--- src/verif/inst.hex ---
// One 32-bit instruction word per line, ROM index 0 to 31
// Index is address bits 6:2, so index 0 is fetched at 0x200
00000093
00100113
00200193
00300213
00400293
00500313
00600393
00700413
00800493
00900513
00a00593
00b00613
00c00693
00d00713
00e00793
00f00813
01000893
01100913
01200993
01300a13
01400a93
01500b13
01600b93
01700c13
01800c93
01900d13
01a00d93
01b00e13
01c00e93
01d00f13
01e00f93
01f00093

--- src/rtl/fetch_pkg.sv ---
// Fetch package
// Shared widths and the structs used on the memory, decode, commit and
// squash channels of the fetch stage

package fetch_pkg;

  // Sequence numbers and ROM size
  localparam int SEQ_NUM_BITS = 5;
  localparam int ROM_WORDS    = 32;

  // ----------------------------------------------------------------------
  // Memory channel
  // ----------------------------------------------------------------------

  typedef struct packed {
    logic [31:0] addr;
  } mem_req_t;

  typedef struct packed {
    logic [31:0] addr;
    logic [31:0] data;
  } mem_resp_t;

  // ----------------------------------------------------------------------
  // Decode, commit and squash
  // ----------------------------------------------------------------------

  typedef struct packed {
    logic                    val;
    logic [31:0]             pc;
    logic [31:0]             inst;
    logic [SEQ_NUM_BITS-1:0] seq_num;
  } fetch_bundle_t;

  // Numbers retired this cycle, 0 up to the reclaim width
  typedef struct packed {
    logic [2:0] count;
  } commit_notif_t;

  typedef struct packed {
    logic                    val;
    logic [31:0]             target;
    logic [SEQ_NUM_BITS-1:0] seq_num;
  } squash_notif_t;

endpackage

--- src/rtl/seq_num_gen.sv ---
// Sequence-number allocator
// Hands out numbers in order, reclaims up to p_reclaim_width per cycle on
// commit and rewinds the tail on squash

`timescale 1ns/1ps

module seq_num_gen import fetch_pkg::*; #(
  parameter int p_reclaim_width = 2
) (
  input  logic                    clk,
  input  logic                    rst,
  input  logic                    alloc_take,
  input  commit_notif_t           commit,
  input  squash_notif_t           squash,
  output logic                    alloc_val,
  output logic [SEQ_NUM_BITS-1:0] alloc_seq_num
);

  // One number always stays free so full and empty differ
  localparam logic [SEQ_NUM_BITS-1:0] MAX_LIVE = '1;

  logic [SEQ_NUM_BITS-1:0] head;
  logic [SEQ_NUM_BITS-1:0] tail;
  logic [SEQ_NUM_BITS-1:0] live;
  logic [2:0]              reclaim;

  // ----------------------------------------------------------------------
  // Occupancy and offer
  // ----------------------------------------------------------------------

  always_comb begin
    // Distance tail to head, wraps with the pointer width
    live          = tail - head;
    alloc_val     = live < MAX_LIVE;
    alloc_seq_num = tail;
    // Clamp to the lanes we actually have
    if (commit.count > 3'(p_reclaim_width)) begin
      reclaim = 3'(p_reclaim_width);
    end else begin
      reclaim = commit.count;
    end
  end

  // ----------------------------------------------------------------------
  // Head and tail pointers
  // ----------------------------------------------------------------------

  always_ff @(posedge clk) begin
    if (rst) begin
      head <= '0;
      tail <= '0;
    end else begin
      // Oldest uncommitted moves on commit
      head <= head + SEQ_NUM_BITS'(reclaim);
      // Squash wins over a take in the same cycle
      if (squash.val) begin
        tail <= squash.seq_num + 1'b1;
      end else if (alloc_take) begin
        tail <= tail + 1'b1;
      end
    end
  end

endmodule

--- src/rtl/fetch_unit.sv ---
// Fetch unit
// Issues sequential instruction reads with several in flight, drops
// stale responses after a squash and hands bundles to decode

`timescale 1ns/1ps

module fetch_unit import fetch_pkg::*; #(
  parameter logic [31:0] p_rst_addr      = 32'h200,
  parameter int          p_max_in_flight = 8,
  parameter int          p_reclaim_width = 2
) (
  input  logic          clk,
  input  logic          rst,
  output mem_req_t      mem_req,
  output logic          mem_req_val,
  input  logic          mem_req_rdy,
  input  mem_resp_t     mem_resp,
  input  logic          mem_resp_val,
  output logic          mem_resp_rdy,
  output fetch_bundle_t fetch_out,
  input  logic          inst_rdy,
  input  commit_notif_t commit,
  input  squash_notif_t squash
);

  localparam int FLIGHT_BITS = $clog2(p_max_in_flight) + 1;

  logic                    req_xfer;
  logic                    resp_xfer;
  logic                    drop;
  logic [FLIGHT_BITS-1:0]  in_flight;
  logic [FLIGHT_BITS-1:0]  in_flight_next;
  logic [FLIGHT_BITS-1:0]  to_squash;
  logic [FLIGHT_BITS-1:0]  to_squash_next;
  logic [FLIGHT_BITS:0]    outstanding;
  logic [31:0]             curr_addr;
  logic                    alloc_val;
  logic                    alloc_take;
  logic [SEQ_NUM_BITS-1:0] alloc_seq_num;

  assign req_xfer  = mem_req_val & mem_req_rdy;
  assign resp_xfer = mem_resp_val & mem_resp_rdy;

  // Everything in the squash cycle or owed from an older squash is stale
  assign drop = squash.val | (to_squash != '0);

  // ----------------------------------------------------------------------
  // In-flight and to-squash counters
  // ----------------------------------------------------------------------

  always_comb begin
    in_flight_next = in_flight;
    // Squash hands all live reads over to the drop counter
    if (squash.val) begin
      in_flight_next = '0;
    end
    if (req_xfer && (!resp_xfer || drop)) begin
      in_flight_next = in_flight_next + 1'b1;
    end
    if (resp_xfer && !req_xfer && !drop) begin
      in_flight_next = in_flight_next - 1'b1;
    end
  end

  always_comb begin
    to_squash_next = to_squash;
    if (squash.val) begin
      to_squash_next = to_squash_next + in_flight;
    end
    // Each dropped response pays one back
    if (resp_xfer && (to_squash_next != '0)) begin
      to_squash_next = to_squash_next - 1'b1;
    end
  end

  always_ff @(posedge clk) begin
    if (rst) begin
      in_flight <= '0;
      to_squash <= '0;
    end else begin
      in_flight <= in_flight_next;
      to_squash <= to_squash_next;
    end
  end

  // ----------------------------------------------------------------------
  // Request address and issue
  // ----------------------------------------------------------------------

  always_comb begin
    mem_req.addr = squash.val ? squash.target : curr_addr;
    outstanding  = {1'b0, in_flight} + {1'b0, to_squash};
    mem_req_val  = outstanding < (FLIGHT_BITS + 1)'(p_max_in_flight);
  end

  // Target on squash, target plus 4 if it was sent the same cycle
  always_ff @(posedge clk) begin
    if (rst) begin
      curr_addr <= p_rst_addr;
    end else if (req_xfer) begin
      curr_addr <= mem_req.addr + 32'd4;
    end else if (squash.val) begin
      curr_addr <= squash.target;
    end
  end

  // ----------------------------------------------------------------------
  // Sequence numbers and decode hand-off
  // ----------------------------------------------------------------------

  seq_num_gen #(
    .p_reclaim_width (p_reclaim_width)
  ) i_seq_num_gen (
    .clk           (clk),
    .rst           (rst),
    .alloc_take    (alloc_take),
    .commit        (commit),
    .squash        (squash),
    .alloc_val     (alloc_val),
    .alloc_seq_num (alloc_seq_num)
  );

  always_comb begin
    // Stale responses are swallowed without waiting on decode
    mem_resp_rdy      = (inst_rdy & alloc_val) | drop;
    fetch_out.val     = mem_resp_val & alloc_val & !drop;
    fetch_out.pc      = mem_resp.addr;
    fetch_out.inst    = mem_resp.data;
    fetch_out.seq_num = alloc_seq_num;
    alloc_take        = fetch_out.val & inst_rdy;
  end

endmodule

--- src/rtl/inst_rom.sv ---
// Instruction ROM
// Fixed-latency read pipeline feeding an in-order response queue, with
// credit-based ready so accepted reads always have a slot

`timescale 1ns/1ps

module inst_rom import fetch_pkg::*; #(
  parameter int p_rom_latency   = 2,
  parameter int p_max_in_flight = 8
) (
  input  logic      clk,
  input  logic      rst,
  input  mem_req_t  req,
  input  logic      req_val,
  output logic      req_rdy,
  output mem_resp_t resp,
  output logic      resp_val,
  input  logic      resp_rdy
);

  localparam int IDX_BITS = $clog2(ROM_WORDS);
  localparam int PTR_BITS = $clog2(p_max_in_flight);
  localparam int CNT_BITS = PTR_BITS + 1;

  logic [31:0]         rom [ROM_WORDS];
  logic                pipe_val [p_rom_latency];
  mem_resp_t           pipe_resp [p_rom_latency];
  mem_resp_t           q_mem [p_max_in_flight];
  logic [PTR_BITS-1:0] wr_ptr;
  logic [PTR_BITS-1:0] rd_ptr;
  logic [CNT_BITS-1:0] q_count;
  logic [CNT_BITS-1:0] used;
  logic                q_empty;
  logic                req_xfer;
  logic                resp_xfer;
  logic                push;
  logic                pop;

  initial begin
    $readmemh("/design/src/verif/inst.hex", rom);
  end

  // ----------------------------------------------------------------------
  // Credits and output select
  // ----------------------------------------------------------------------

  always_comb begin
    // Queue plus pipeline never exceed the queue depth
    req_rdy   = used < CNT_BITS'(p_max_in_flight);
    req_xfer  = req_val & req_rdy;
    q_empty   = q_count == '0;
    // Bypass the queue when it is empty
    resp_val  = !q_empty | pipe_val[p_rom_latency-1];
    resp      = q_empty ? pipe_resp[p_rom_latency-1] : q_mem[rd_ptr];
    resp_xfer = resp_val & resp_rdy;
    pop       = !q_empty & resp_rdy;
    push      = pipe_val[p_rom_latency-1] & !(q_empty & resp_rdy);
  end

  // ----------------------------------------------------------------------
  // Read pipeline
  // ----------------------------------------------------------------------

  always_ff @(posedge clk) begin
    if (rst) begin
      for (int i = 0; i < p_rom_latency; i++) begin
        pipe_val[i] <= 1'b0;
      end
    end else begin
      pipe_val[0] <= req_xfer;
      for (int i = 1; i < p_rom_latency; i++) begin
        pipe_val[i] <= pipe_val[i-1];
      end
    end
  end

  // Payload moves with no reset
  always_ff @(posedge clk) begin
    pipe_resp[0].addr <= req.addr;
    pipe_resp[0].data <= rom[req.addr[IDX_BITS+1:2]];
    for (int i = 1; i < p_rom_latency; i++) begin
      pipe_resp[i] <= pipe_resp[i-1];
    end
    if (push) begin
      q_mem[wr_ptr] <= pipe_resp[p_rom_latency-1];
    end
  end

  // ----------------------------------------------------------------------
  // Queue pointers and credit count
  // ----------------------------------------------------------------------

  always_ff @(posedge clk) begin
    if (rst) begin
      wr_ptr  <= '0;
      rd_ptr  <= '0;
      q_count <= '0;
      used    <= '0;
    end else begin
      if (push) begin
        wr_ptr <= (wr_ptr == PTR_BITS'(p_max_in_flight - 1)) ? '0 : wr_ptr + 1'b1;
      end
      if (pop) begin
        rd_ptr <= (rd_ptr == PTR_BITS'(p_max_in_flight - 1)) ? '0 : rd_ptr + 1'b1;
      end
      q_count <= q_count + CNT_BITS'(push) - CNT_BITS'(pop);
      used    <= used + CNT_BITS'(req_xfer) - CNT_BITS'(resp_xfer);
    end
  end

endmodule

--- src/rtl/fetch_top.sv ---
// Fetch top level
// Fetch unit wired to the instruction ROM, parameters set here

`timescale 1ns/1ps

module fetch_top import fetch_pkg::*; #(
  parameter logic [31:0] p_rst_addr      = 32'h200,
  parameter int          p_max_in_flight = 8,
  parameter int          p_reclaim_width = 2,
  parameter int          p_rom_latency   = 2
) (
  input  logic          clk,
  input  logic          rst,
  output fetch_bundle_t fetch_out,
  input  logic          inst_rdy,
  input  commit_notif_t commit,
  input  squash_notif_t squash
);

  // Memory request and response channels
  mem_req_t  mem_req;
  logic      mem_req_val;
  logic      mem_req_rdy;
  mem_resp_t mem_resp;
  logic      mem_resp_val;
  logic      mem_resp_rdy;

  fetch_unit #(
    .p_rst_addr      (p_rst_addr),
    .p_max_in_flight (p_max_in_flight),
    .p_reclaim_width (p_reclaim_width)
  ) i_fetch_unit (
    .clk          (clk),
    .rst          (rst),
    .mem_req      (mem_req),
    .mem_req_val  (mem_req_val),
    .mem_req_rdy  (mem_req_rdy),
    .mem_resp     (mem_resp),
    .mem_resp_val (mem_resp_val),
    .mem_resp_rdy (mem_resp_rdy),
    .fetch_out    (fetch_out),
    .inst_rdy     (inst_rdy),
    .commit       (commit),
    .squash       (squash)
  );

  // Queue depth matches the fetch in-flight limit
  inst_rom #(
    .p_rom_latency   (p_rom_latency),
    .p_max_in_flight (p_max_in_flight)
  ) i_inst_rom (
    .clk      (clk),
    .rst      (rst),
    .req      (mem_req),
    .req_val  (mem_req_val),
    .req_rdy  (mem_req_rdy),
    .resp     (mem_resp),
    .resp_val (mem_resp_val),
    .resp_rdy (mem_resp_rdy)
  );

endmodule

--- config.mk ---
export PLATFORM = sky130hd
export DESIGN_NAME = fetch_top
export DESIGN_NICKNAME = d
export VERILOG_FILES = /design/src/rtl/fetch_pkg.sv /design/src/rtl/seq_num_gen.sv /design/src/rtl/fetch_unit.sv /design/src/rtl/inst_rom.sv /design/src/rtl/fetch_top.sv
export SDC_FILE = /design/constraint.sdc
export NUM_CORES = 1
export LEC_CHECK = 0
export ABC_CLOCK_PERIOD_IN_PS = 18800
export BUFFER_PORTS_ARGS = -buffer_cell sky130_fd_sc_hd__buf_4
export CAP_MARGIN = 0
export CORE_AREA = 2 2 208 159
export CTS_CLUSTER_SIZE = 12
export DETAILED_ROUTE_END_ITERATION = 8
export DIE_AREA = 0 0 210 161
export PLACE_DENSITY = 0.68
export SLEW_MARGIN = 10
export SYNTH_ARGS = -nofsm -noshare
export SYNTH_HDL_FRONTEND = slang
export SYNTH_SLANG_ARGS = --single-unit
--- constraint.sdc ---
create_clock -name clk -period 18.8 [get_ports clk]
set_input_delay 3.76 -clock clk [delete_from_list [all_inputs] [get_ports clk]]
set_output_delay 3.76 -clock clk [all_outputs]
set_load 0.005 [all_outputs]
Word level (Yosys, flattened, before mapping)
Memories as Yosys holds them, arrays and structs flattened. A register that Yosys moved wholly into a read port is not among the register bits.
Cells that the tools add are included.
Word-level totals
  word-level logic and storage cells: 84
  memory bits (writable): 642
  output and inout bits: 70
  bits in registers: 64
  memories: 3
Memory list
  i_inst_rom.q_mem: depth 8, width 64, read ports 1, clocked after memory_dff 1, write ports 1, line inst_rom.sv:28  | mem_resp_t q_mem [p_max_in_flight];
  i_inst_rom.pipe_resp: depth 2, width 64, read ports 2, clocked after memory_dff 0, write ports 2, line inst_rom.sv:27  | mem_resp_t pipe_resp [p_rom_latency];
  i_inst_rom.pipe_val: depth 2, width 1, read ports 2, clocked after memory_dff 0, write ports 2, line inst_rom.sv:26  | logic pipe_val [p_rom_latency];
Operators by class
  reduce and logical (&&, ||, !) cells: 14
  equality and inequality tests: 2
  add/subtract/negate cells: 16
  bitwise logic cells: 14
  $lt $le $gt $ge: 4
  muxes and demuxes: 22
Operators with widths (count)
  32-bit two-way mux: 2
  64-bit two-way mux: 1
  32-bit by 3-bit adder with 32-bit output (second input constant): 1
  4-bit two-way mux: 5
  3-bit two-way mux: 5
  5-bit by 1-bit adder with 5-bit output (second input constant): 2
  5-bit two-way mux: 2
  1-bit bitwise AND: 9
  4-bit by 1-bit adder with 4-bit output: 2
  4-bit nonzero test: 2
  4-bit by 1-bit subtractor with 4-bit output: 2
  4-bit by 1-bit subtractor with 4-bit output (second input constant): 2
  1-bit two-way mux: 7
  3-bit by 1-bit adder with 3-bit output (second input constant): 2
  3-bit == test (second input constant): 2
  4-bit by 4-bit adder with 5-bit output: 1
  5-bit by 3-bit adder with 5-bit output: 1
  1-bit zero test: 5
  5-bit by 4-bit less-than comparator with 1-bit output (second input constant): 1
  5-bit less-than comparator (second input constant): 1
  1-bit OR: 5
  5-bit subtractor: 1
  4-bit by 1-bit adder with 4-bit output (second input constant): 1
  4-bit adder: 1
  other kinds (6): 9

Depth between registers and ports, before layout
Gate-level depths: netlist (run 1).
  word-level depth: 11
  mapped depth: 16
  depth with buffers taken out: 16

Cells and area by module
From an unflattened synthesis (run 1), not the netlist that was laid out.
Unflattened totals
  cell total of the unflattened synthesis: 1258
  area total of the unflattened synthesis: 16470.8 um^2
By module, submodules not included
  inst_rom: cells each 785, area each 12529.5 um^2, instances 1, seq. area each 9349.0 um^2
  fetch_unit: cells each 388, area each 3214.3 um^2, instances 1, seq. area each 800.8 um^2
  seq_num_gen: cells each 85, area each 726.9 um^2, instances 1, seq. area each 200.2 um^2

Least setup slack after synthesis (run 1)
OpenSTA, ideal clock, no wires.
  path type: input to register
  start: input squash[37] in the netlist's numbering
  end: memory i_inst_rom.q_mem[2][32] in the netlist's numbering (enable)
  library setup time: 0.513 ns
  arrival: 8.253 ns
  slack: 10.034 ns
  stages: 7
  cell sequence: buf_6 -> or2_2 -> nor4_2 -> o21ai_0 -> inv_1 -> nand2_1 -> nor4b_1
Between the ends
  cells in the longest elaborated chain, start to end: 7
RTL lines
  start, declared: line fetch_top.sv:17  | input squash_notif_t squash
  1-bit OR: line fetch_unit.sv:45  | assign drop = squash.val | (to_squash != '0);
  1-bit OR: line fetch_unit.sv:125  | mem_resp_rdy = (inst_rdy & alloc_val) | drop;
  1-bit bitwise AND: line inst_rom.sv:57  | push = pipe_val[p_rom_latency-1] & !(q_empty & resp_rdy);
  1-bit zero test: line inst_rom.sv:57
  1-bit bitwise AND: line inst_rom.sv:57
  1-bit two-way mux: line inst_rom.sv:84  | if (push) begin
  1-bit two-way mux (not written as such): line inst_rom.sv:85  | q_mem[wr_ptr] <= pipe_resp[p_rom_latency-1];
  end, declared: line inst_rom.sv:28
Every way passes these cells.

==> results of run 1 <==
[worst paths after layout]
kind                                          endpoint
hold reg to reg   i_inst_rom.pipe_resp[0][116]$_DFF_P_
setup reg to reg     i_inst_rom.q_mem[6][52]$_DFFE_PP_
hold / removal    i_inst_rom.pipe_resp[0][116]$_DFF_P_
setup / recovery                         fetch_out[69]
[kinds of logic after synthesis]
family / synth area share (%)
XOR/XNOR: 2.31
AO/OA/AOI/OAI: 4.52
other: 0.0235
AND/OR/NAND/NOR: 7.34
flip-flops: 64.9
buffers and inverters: 3.88
adder cells (fa/ha/maj): 2.98
multiplexers: 14.1
[power by group through the flow]
stage / Combinational (µW) / Clock (µW) / Sequential, µW
CTS: 655 / 729 / 1040
global route: 711 / 760 / 1050
finish: 642 / 713 / 1040
floorplan: 458 / 0 / 1020
detailed placement: 651 / 0 / 1060
global placement: 640 / 0 / 1050
[sequential cells by signal, indices dropped and copies added, names as in the netlist, named ones only]
name	cells
i_inst_rom.rd_ptr	3
i_inst_rom.used	4
i_fetch_unit.i_seq_num_gen.alloc_seq_num	5
i_inst_rom.q_count	4
i_inst_rom.wr_ptr	3
i_fetch_unit.in_flight	4
i_fetch_unit.to_squash	4
i_fetch_unit.curr_addr	32
i_fetch_unit.i_seq_num_gen.head	5
i_inst_rom.pipe_val	2
i_inst_rom.pipe_resp	64
i_inst_rom.q_mem	256
[cells in the mapped netlist, types with 13 or more instances]
cell type | count | area [µm²]
dfxtp_1 | 133 | 2660
nor3_1 | 13 | 65.1
xnor2_1 | 32 | 280
nor2b_1 | 14 | 87.6
mux2i_1 | 54 | 541
clkbuf_1 | 24 | 90.1
nand3_1 | 18 | 90.1
mux2_2 | 23 | 259
mux4_2 | 64 | 1440
ha_1 | 30 | 375
nor2_1 | 51 | 191
buf_4 | 33 | 248
edfxtp_1 | 256 | 7690
nand2_1 | 66 | 248
a21oi_1 | 25 | 125
inv_1 | 37 | 139
o21ai_0 | 47 | 235
[per-stage QoR]
step,utilization [%],cells,worst slack [ns]
2_1_floorplan,-,1082,10.03
4_1_cts,56.7,1583,9.78
3_3_place_gp,53.0,1512,9.78
3_5_place_dp,53.0,1512,9.78
6_report,56.7,1583,9.81
5_1_grt,56.7,1583,9.63
[metal layers]
metal,up-vias,track usage (%),share of wire [%],wire length (µm)
met5,-,0,0.038,12
met4,2,5.29,2.1,664
met3,45,2.99,4.2,1340
met2,178,30.0,47,15000
met1,4311,28.2,47,15000
li1,4050,-,-,-
[critical path, cell delays in order]
cell	delay [ns]
buf_4	0.35
or2_2	0.44
nor4_2	0.29
nand2_1	0.10
nor2_1	0.13
buf_4	0.13
[final cells by class]
class	count	area, µm²	area share [%]
Sequential cell	389	10400	57.3
Multi-Input combinational cell	577	5160	28.6
Clock buffer	66	1130	6.25
Timing Repair Buffer	95	713	3.95
Tap cell	413	517	2.86
Inverter	38	143	0.790
Clock inverter	5	41.3	0.229
==> results.rst, run 1 <==
.. list-table::
   :header-rows: 1

   * - Metric
     - Value
   * - Status
     - finished clean
   * - Most common library cell in the layout ignoring fill and taps
     - edfxtp_1
   * - Number of antenna violations at the first check in global routing
     - 1
   * - Clock tree buffer depth
     - 3
   * - Total clock buffers created by CTS
     - 39
   * - Number of flops mapped to enable cells by yosys
     - 256
   * - Global-route wire length before repair
     - 49,300 µm
   * - CP startpoint
     - squash[37]
   * - VDD IR-drop max
     - 83.1 µV
   * - Floorplan core area
     - 31,900 µm²
   * - Fraction of layout cells with a size suffix above 1
     - 22.6%
   * - Arrival time at the worst endpoint
     - 5.23 ns
   * - Total leakage power
     - around 0.0064 µW
   * - Total of cells resized after clock tree synthesis
     - 0
   * - Clock latency of the later-clocked register in the worst-skew pair
     - around 0.53 ns
   * - Register-to-Register Setup Slack
     - 14.36 ns
   * - Global route total overflow
     - 0
   * - Final Wtd Congestion
     - about 0.76
   * - Source of the worst hold timing path
     - i_inst_rom.pipe_resp[0][52]$_DFF_P_
   * - Die outline width
     - 210 µm
   * - Cell internal power dissipation
     - between 1500 and 2000 µW
   * - CTS tree
     - yes
   * - Count of max-cap constraint violations
     - 0
   * - Post-detailed-placement cell area
     - 16,900 µm²
   * - Post-CTS repair timing setup buffer count
     - 0
   * - Setup tns final
     - 0 ns
   * - Startpoint Class
     - input port
   * - Syn Inst Count
     - 1,050
   * - Post-route ant nets
     - 0
   * - GRT Util Overall
     - 19.2%
   * - Hold slack final
     - 0.325 ns
   * - Drc violations
     - 0
   * - Total power density per cell area
     - 132 nW/µm²
   * - Highest achievable clock rate
     - 0.111 GHz
   * - Number of I/O pins
     - 114
   * - Vertical die dimension
     - 161 µm
   * - Area growth, synth to finish
     - 13.3%
   * - Worst Hold Path Cells
     - 0
   * - CTS hold repair buffers
     - 0
   * - IO buf count
     - 81
   * - FF+latch count, synth
     - 389
   * - Clock edge transition at the registers on the reported setup and hold paths
     - 0.06 ns
   * - Setup violations, final
     - 0
   * - Sinks on Clock Net
     - 389
   * - Vias in the first global route
     - about 8,500
   * - Hold crit path type
     - reg2reg
   * - H-Tree Level Count
     - 2
   * - Via count
     - about 8,600
   * - Cells on worst reg2reg path
     - 11
   * - Count of warnings emitted by yosys
     - 0
   * - FF-to-FF Start
     - i_fetch_unit.i_seq_num_gen.alloc_seq_num[0]$_SDFFE_PP0P_
   * - Sequential cell fraction of total power
     - 43.4%
   * - First drt pass iteration count
     - 5
   * - Detail-routed via count per cell
     - about 5.4
   * - Unrepaired setup endpoints after global routing
     - no
   * - Number of design-rule violations left by the first detailed-router iteration
     - 491
   * - Placed wire-length estimate
     - 19,400 µm
   * - Total non-filler cell area in the finished layout
     - ~18,000 µm²
   * - Final hold violations
     - 0
   * - Routed wire length
     - 32,000 µm
   * - Tot Pwr
     - roughly 2400 µW
   * - Clk network pwr share
     - approximately 30%
   * - Highest-count cells in the layout ignoring fill and taps
     - 256 x edfxtp_1, 130 x dfxtp_1, 95 x buf_4, 66 x nand2_1, 64 x mux4_2
   * - Predominant post-synthesis flop cell
     - edfxtp_1
   * - Fraction of the yosys area taken by sequential cells
     - about two thirds
   * - Worst setup path category
     - in2out
   * - Final critical path time including I/O delays and setup
     - 8.99 ns
   * - Gate power share
     - between 20% and 30%
   * - Clock Skew
     - approximately 0.024 ns
   * - Average wire length per cell after detail routing
     - 20.2 µm
   * - Actual slew at the worst max-slew pin
     - 0.981 ns
   * - Count of antenna diodes in the layout
     - 0
   * - Overall die area
     - 33,800 µm²
   * - Fin crit share
     - 47.8%
   * - Capturing element type of the critical path
     - output pin
   * - Endpoint required time on the critical path
     - between 15 and 20 ns
   * - Cell row count
     - 57
   * - Filler Cells Inserted
     - between 2,000 and 3,000
   * - Sw Pwr
     - 683 µW
   * - Net switching fraction of the power
     - 28.6%
   * - Starting density of the core
     - about 50%
   * - Max Fanout on Critical Path
     - 71
   * - Fraction of synthesis flops using an asynchronous set or reset pin
     - 0%
   * - Average footprint of a synthesized cell
     - 15.2 µm²
   * - Cell area after synthesis
     - 15,900 µm²
   * - Distinct cells, synth
     - 70
   * - Relative slew slack
     - 34.4%
   * - Largest net degree at the start of global routing
     - 72
   * - NumNets Final
     - approximately 1,200
   * - Slew Limit Fails
     - 0
   * - Clock tree root buffer cell
     - clkbuf_16
(Power assumes the default switching activity.)
==> run 2: changes to the inputs <==
Settings changed: ABC_CLOCK_PERIOD_IN_PS 18800 to 9000.
Clock period 18.8 ns to 9 ns, I/O delays scaled along.
==> run 2 against run 1 <==
Critical path depth unchanged; clock skew is 0.0093 ns lower; register-to-register slack got worse by 9.3 ns; design area down 0.27%; count of clock-buffer cells in the layout fell by 1.
==> results.rst, run 2 (synthesis results as in run 1) <==
.. list-table::
   :header-rows: 1

   * - Metric
     - Value
   * - Fraction of layout cells with a size suffix above 1
     - 22.5%
   * - Amount of wire on met3 after detailed routing
     - 1380 µm
   * - Cell row count
     - 57
   * - Post-Route M1 WL
     - 14,900 µm
   * - Count of antenna diodes in the layout
     - 0
   * - GRT Util Overall
     - 18.8%
   * - Clock edge transition at the registers on the reported setup and hold paths
     - ~0.05 ns
   * - Relative slew slack
     - 23.4%
   * - Layout Utilization
     - 56.5%
   * - CTS tree
     - yes
   * - Via count
     - 8,468
   * - Gate power share
     - 27.2%
   * - CTS hold repair buffers
     - 0
   * - First drt pass iteration count
     - 5
   * - Post-CTS repair timing setup buffer count
     - 0
   * - Overall die area
     - 33,800 µm²
   * - Setup tns final
     - 0 ns
   * - Placed wire-length estimate
     - 19,000 µm
   * - Number of I/O pins
     - around 110
   * - CP peak stage delay
     - roughly 0.44 ns
   * - IO buf count
     - 81
   * - Top reg by flops
     - i_inst_rom.q_mem
   * - Unrepaired setup endpoints after global routing
     - no
   * - Total clock buffers created by CTS
     - 39
   * - Area growth, synth to finish
     - 12.9%
   * - Count of max-cap constraint violations
     - 0
   * - Number of antenna violations at the first check in global routing
     - 0
   * - VDD IR-drop max
     - 155 µV
   * - Status
     - finished clean
   * - Hold crit path type
     - reg2reg
   * - Sw Pwr
     - roughly 1400 µW
   * - Floorplan core area
     - 31,900 µm²
   * - Largest net degree at the start of global routing
     - 72
   * - Routed wire length
     - 31,300 µm
   * - Max Fanout on Critical Path
     - 71
   * - Source of the worst hold timing path
     - i_inst_rom.pipe_resp[0][50]$_DFF_P_
   * - Final hold violations
     - 0
   * - H-Tree Level Count
     - 2
   * - Net switching fraction of the power
     - 28.5%
   * - Total leakage power
     - approximately 0.0064 µW
   * - Gate family responsible for the most delay along the worst path
     - simple AND/OR/NAND/NOR gates
   * - Actual slew at the worst max-slew pin
     - around 1.1 ns
   * - Sinks on Clock Net
     - 389
   * - Setup violations, final
     - 0
   * - Average wire length per cell after detail routing
     - 19.7 µm
   * - Total of cells resized after clock tree synthesis
     - 0
   * - Starting density of the core
     - 50.0%
   * - Most common library cell in the layout ignoring fill and taps
     - edfxtp_1
   * - Total power density per cell area
     - 275 nW/µm²
   * - Met2 routed WL
     - approximately 14,000 µm
   * - CP dominant cell by count
     - buf_4
   * - Vias in the first global route
     - 8,427
   * - FF-to-FF Start
     - i_fetch_unit.i_seq_num_gen.alloc_seq_num[0]$_SDFFE_PP0P_
   * - Max reg flops
     - 256
   * - Highest achievable clock rate
     - 0.196 GHz
   * - Highest-count cells in the layout ignoring fill and taps
     - 256 x edfxtp_1, 130 x dfxtp_1, 98 x buf_4, 66 x nand2_1, 64 x mux4_2
   * - Fin crit share
     - 56.7%
   * - Clock Skew
     - 0.0147 ns
   * - Uppermost metal layer occupied by signal nets
     - met4
   * - Max stage delay cell, worst path
     - or2_2
   * - Arrival time at the worst endpoint
     - 3.30 ns
   * - Endpoint required time on the critical path
     - slightly above 7 ns
   * - Final critical path time including I/O delays and setup
     - between 5 and 6 ns
   * - Die outline width
     - roughly 210 µm
   * - NumNets Final
     - 1,222
   * - Clock tree root buffer cell
     - clkbuf_16
   * - Final Wtd Congestion
     - between 0.7 and 0.8
   * - Capturing element type of the critical path
     - output pin
   * - Number of design-rule violations left by the first detailed-router iteration
     - 509
   * - Drc violations
     - 0
   * - CP startpoint
     - squash[37]
   * - Vertical die dimension
     - 161 µm
   * - Clk network pwr share
     - 29.2%
   * - Cell internal power dissipation
     - 3540 µW
   * - Clock latency of the later-clocked register in the worst-skew pair
     - 0.52 ns
   * - Worst setup path category
     - in2out
   * - Filler Cells Inserted
     - between 2,000 and 3,000
   * - Post-route ant nets
     - 0
   * - Startpoint Class
     - input port
   * - Slew Limit Fails
     - 0
   * - Clock tree buffer depth
     - 3
   * - Sequential cell fraction of total power
     - 43.6%
   * - Worst path buffer plus inverter count
     - 2
   * - Top flop regs
     - i_inst_rom.q_mem x256, i_inst_rom.pipe_resp x64, i_fetch_unit.curr_addr x32
   * - Global-route wire length before repair
     - around 49,000 µm
   * - Sequence of cells on the critical path
     - buf_4 -> or2_2 -> nor4_2 -> nand2_1 -> nor2_1 -> buf_4
   * - Detail-routed via count per cell
     - around 5.3
   * - Global route total overflow
     - 0
==> run 2: worst paths after layout <==
path                                                              to  slack, ns  cells past startpoint
worst max-delay path                                   fetch_out[69]       3.90                      6
worst min-delay path            i_inst_rom.pipe_resp[0][114]$_DFF_P_       0.32                      0
worst max register to register     i_inst_rom.q_mem[7][53]$_DFFE_PP_       5.08                     10
worst min register to register  i_inst_rom.pipe_resp[0][114]$_DFF_P_       0.32                      0
==> run 2: cell type report <==
class / count / area [µm²] / share of cell area [%]
flip-flops and latches: 389 / 10400 / 57.5
well taps: 413 / 517 / 2.87
repair buffers: 98 / 736 / 4.08
clock inverters: 5 / 27.5 / 0.153
inverters: 38 / 143 / 0.792
multi-input cells: 577 / 5150 / 28.6
clock buffers: 65 / 1080 / 6.02
==> run 2: power groups by stage <==
| stage | registers, µW | clock network [µW] | logic [µW] |
|---|---|---|---|
| global placement | 2190 | 0 | 1350 |
| finish | 2160 | 1440 | 1350 |
| global route | 2180 | 1550 | 1500 |
| floorplan | 2140 | 0 | 956 |
| detailed placement | 2200 | 0 | 1370 |
| CTS | 2160 | 1480 | 1370 |
==> run 2: per-layer routing <==
metal | track usage [%] | up-vias
met4 | 4.64 | 0
met5 | 0 | -
li1 | - | 4060
met3 | 3.01 | 50
met1 | 27.7 | 4170
met2 | 29.7 | 188
==> run 2: metrics by stage <==
step	setup slack (ns)	cell area [µm²]	hold slack [ns]	total power (µW)	std cells
3_5_place_dp	3.85	16900	0.312	3560	1515
5_1_grt	3.74	18000	0.329	5230	1585
3_3_place_gp	3.85	16900	0.310	3540	1515
4_1_cts	3.85	18000	0.325	5010	1585
6_report	3.90	18000	0.325	4950	1585
2_1_floorplan	2.19	16100	0.310	3090	1082
==> run 3: changes to the inputs <==
Settings changed: ABC_CLOCK_PERIOD_IN_PS 9000 to 4460, PLACE_DENSITY 0.68 to 0.71.
Clock period 9 ns to 4.46 ns, I/O delays scaled along.
==> run 3 against run 2 <==
Count of clock-buffer cells in the layout up 2; die area unchanged; sequential share of layout area down 0.49 points; wire length up 2.3%; critical path type is now reg2reg; sequential power up 110%; worst hold slack about the same; first-iteration DRC count up 9.2%; global-route usage up 0.62 points; register-to-register slack worse by 4.4 ns; power up 100%; via count up 3.0%.
==> results.rst, run 3 (synthesis results as in run 1) <==
.. list-table::
   :header-rows: 1

   * - Metric
     - Value
   * - Clock latency of the later-clocked register in the worst-skew pair
     - ~0.52 ns
   * - Max stage delay cell, worst path
     - o311ai_1
   * - Fraction of layout cells with a size suffix above 1
     - 23.4%
   * - Slew Limit Fails
     - 0
   * - Number of antenna violations at the first check in global routing
     - 1
   * - Global route total overflow
     - 0
   * - Clock tree root buffer cell
     - clkbuf_16
   * - Routed wire length
     - about 32,000 µm
   * - Largest net degree at the start of global routing
     - 60
   * - Count of antenna diodes in the layout
     - 0
   * - Top reg by flops
     - i_inst_rom.q_mem
   * - Total leakage power
     - approximately 0.0065 µW
   * - Global-route wire length before repair
     - about 51,000 µm
   * - Final critical path time including I/O delays and setup
     - 3.73 ns
   * - Drc violations
     - 0
   * - Status
     - finished clean
   * - Vertical die dimension
     - 161 µm
   * - IO buf count
     - 81
   * - Total of cells resized after clock tree synthesis
     - 0
   * - Layout Utilization
     - a little under three fifths
   * - Capturing element type of the critical path
     - register
   * - Overall die area
     - 33,800 µm²
   * - Sequence of cells on the critical path
     - inv_1 -> ha_1 -> inv_1 -> fa_1 -> a21o_1 -> a21oi_1 -> xnor2_1 -> o311ai_1 -> nand2_1 -> nor4b_4 -> buf_4
   * - CP dominant cell by count
     - inv_1
   * - Register-to-Register Setup Slack
     - 0.73 ns
   * - Unrepaired setup endpoints after global routing
     - no
   * - Number of I/O pins
     - roughly 110
   * - Placed wire-length estimate
     - 20,300 µm
   * - Most common library cell in the layout ignoring fill and taps
     - edfxtp_1
   * - Arrival time at the worst endpoint
     - 3.88 ns
   * - Filler Cells Inserted
     - 2,476
   * - Hold slack final
     - 0.324 ns
   * - Highest achievable clock rate
     - roughly 0.27 GHz
   * - Top flop regs
     - i_inst_rom.q_mem x256, i_inst_rom.pipe_resp x64, i_fetch_unit.curr_addr x32
   * - Floorplan core area
     - 31,900 µm²
   * - Clock tree buffer depth
     - 3
   * - Post-CTS repair timing setup buffer count
     - 0
   * - Total clock buffers created by CTS
     - 39
   * - First drt pass iteration count
     - 5
   * - GRT Util Overall
     - 19.5%
   * - Number of design-rule violations left by the first detailed-router iteration
     - 556
   * - VDD IR-drop max
     - 260 µV
   * - Vias in the first global route
     - 8,881
   * - Count of max-cap constraint violations
     - 0
   * - Actual slew at the worst max-slew pin
     - 1.03 ns
   * - Startpoint Class
     - register
   * - Detail-routed via count per cell
     - 5.47
   * - NumNets Final
     - roughly 1,200
   * - Area growth, synth to finish
     - 13.9%
   * - Endpoint required time on the critical path
     - 4.61 ns
   * - CTS hold repair buffers
     - 0
   * - Clock edge transition at the registers on the reported setup and hold paths
     - about 0.060 ns
   * - Hold crit path type
     - reg2reg
   * - Starting density of the core
     - between 50% and 60%
   * - Fin crit share
     - between 80% and 90%
   * - Total power density per cell area
     - 555 nW/µm²
   * - Setup violations, final
     - 0
   * - Final Wtd Congestion
     - 0.753
   * - CTS tree
     - yes
   * - Via count
     - 8,724
   * - Worst setup path category
     - reg2reg
   * - Clock Skew
     - about 0.016 ns
   * - Max reg flops
     - 256
   * - Sinks on Clock Net
     - 389
   * - Post-route ant nets
     - 0
   * - CP peak stage delay
     - 0.55 ns
   * - Gate family responsible for the most delay along the worst path
     - compound AO/OA/AOI/OAI gates
   * - Max Fanout on Critical Path
     - 32
   * - Setup tns final
     - 0 ns
   * - Relative slew slack
     - 31.5%
   * - Final hold violations
     - 0
   * - Cell row count
     - 57
   * - H-Tree Level Count
     - 2
   * - Highest-count cells in the layout ignoring fill and taps
     - 256 x edfxtp_1, 130 x dfxtp_1, 108 x buf_4, 66 x nand2_1, 64 x mux4_2
   * - Average wire length per cell after detail routing
     - 20.0 µm
   * - Worst path buffer plus inverter count
     - 3
   * - Die outline width
     - 210 µm
[run 3: cell type report]
type / instances / area [µm²] / area share [%]
clock buffers: 67 / 1120 / 6.17
clock inverters: 3 / 18.8 / 0.103
inverters: 38 / 143 / 0.785
multi-input cells: 577 / 5180 / 28.5
flip-flops and latches: 389 / 10400 / 57.0
well taps: 413 / 517 / 2.84
repair buffers: 109 / 831 / 4.57
[run 3: per-stage QoR]
step | instances | total power (µW) | setup slack [ns] | instance area, µm²
CTS | 1596 | 10200 | 0.717 | 18200
global placement | 1526 | 7180 | 0.809 | 17000
finish | 1596 | 10100 | 0.726 | 18200
global route | 1596 | 10700 | 0.479 | 18200
floorplan | 1082 | 6250 | -0.565 | 16100
detailed placement | 1526 | 7250 | 0.728 | 17000
[run 3: power by group]
part,total [µW],switching [µW],internal (µW)
clock,2960,1260,1700
sequential,4430,302,4130
combinational,2700,1320,1380
total,10100,2890,7200
[run 3: path summary, 6_finish.rpt]
kind                                                                                from                                   end  cells after the start
worst max-delay path            i_fetch_unit.i_seq_num_gen.alloc_seq_num[0]$_SDFFE_PP0P_     i_inst_rom.q_mem[4][48]$_DFFE_PP_                     11
worst min-delay path                                 i_inst_rom.pipe_resp[0][41]$_DFF_P_  i_inst_rom.pipe_resp[0][105]$_DFF_P_                      0
worst max register to register  i_fetch_unit.i_seq_num_gen.alloc_seq_num[0]$_SDFFE_PP0P_     i_inst_rom.q_mem[4][48]$_DFFE_PP_                     11
worst min register to register                       i_inst_rom.pipe_resp[0][41]$_DFF_P_  i_inst_rom.pipe_resp[0][105]$_DFF_P_                      0
[run 3: layer usage]
| metal | GRT usage [%] | vias up | share of wire [%] |
|---|---|---|---|
| met4 | 5.06 | 2 | 1.9 |
| met3 | 3.42 | 49 | 5.6 |
| met2 | 31.1 | 205 | 47 |
| met5 | 0 | - | 0.041 |
| li1 | - | 4087 | - |
| met1 | 27.9 | 4381 | 45 |
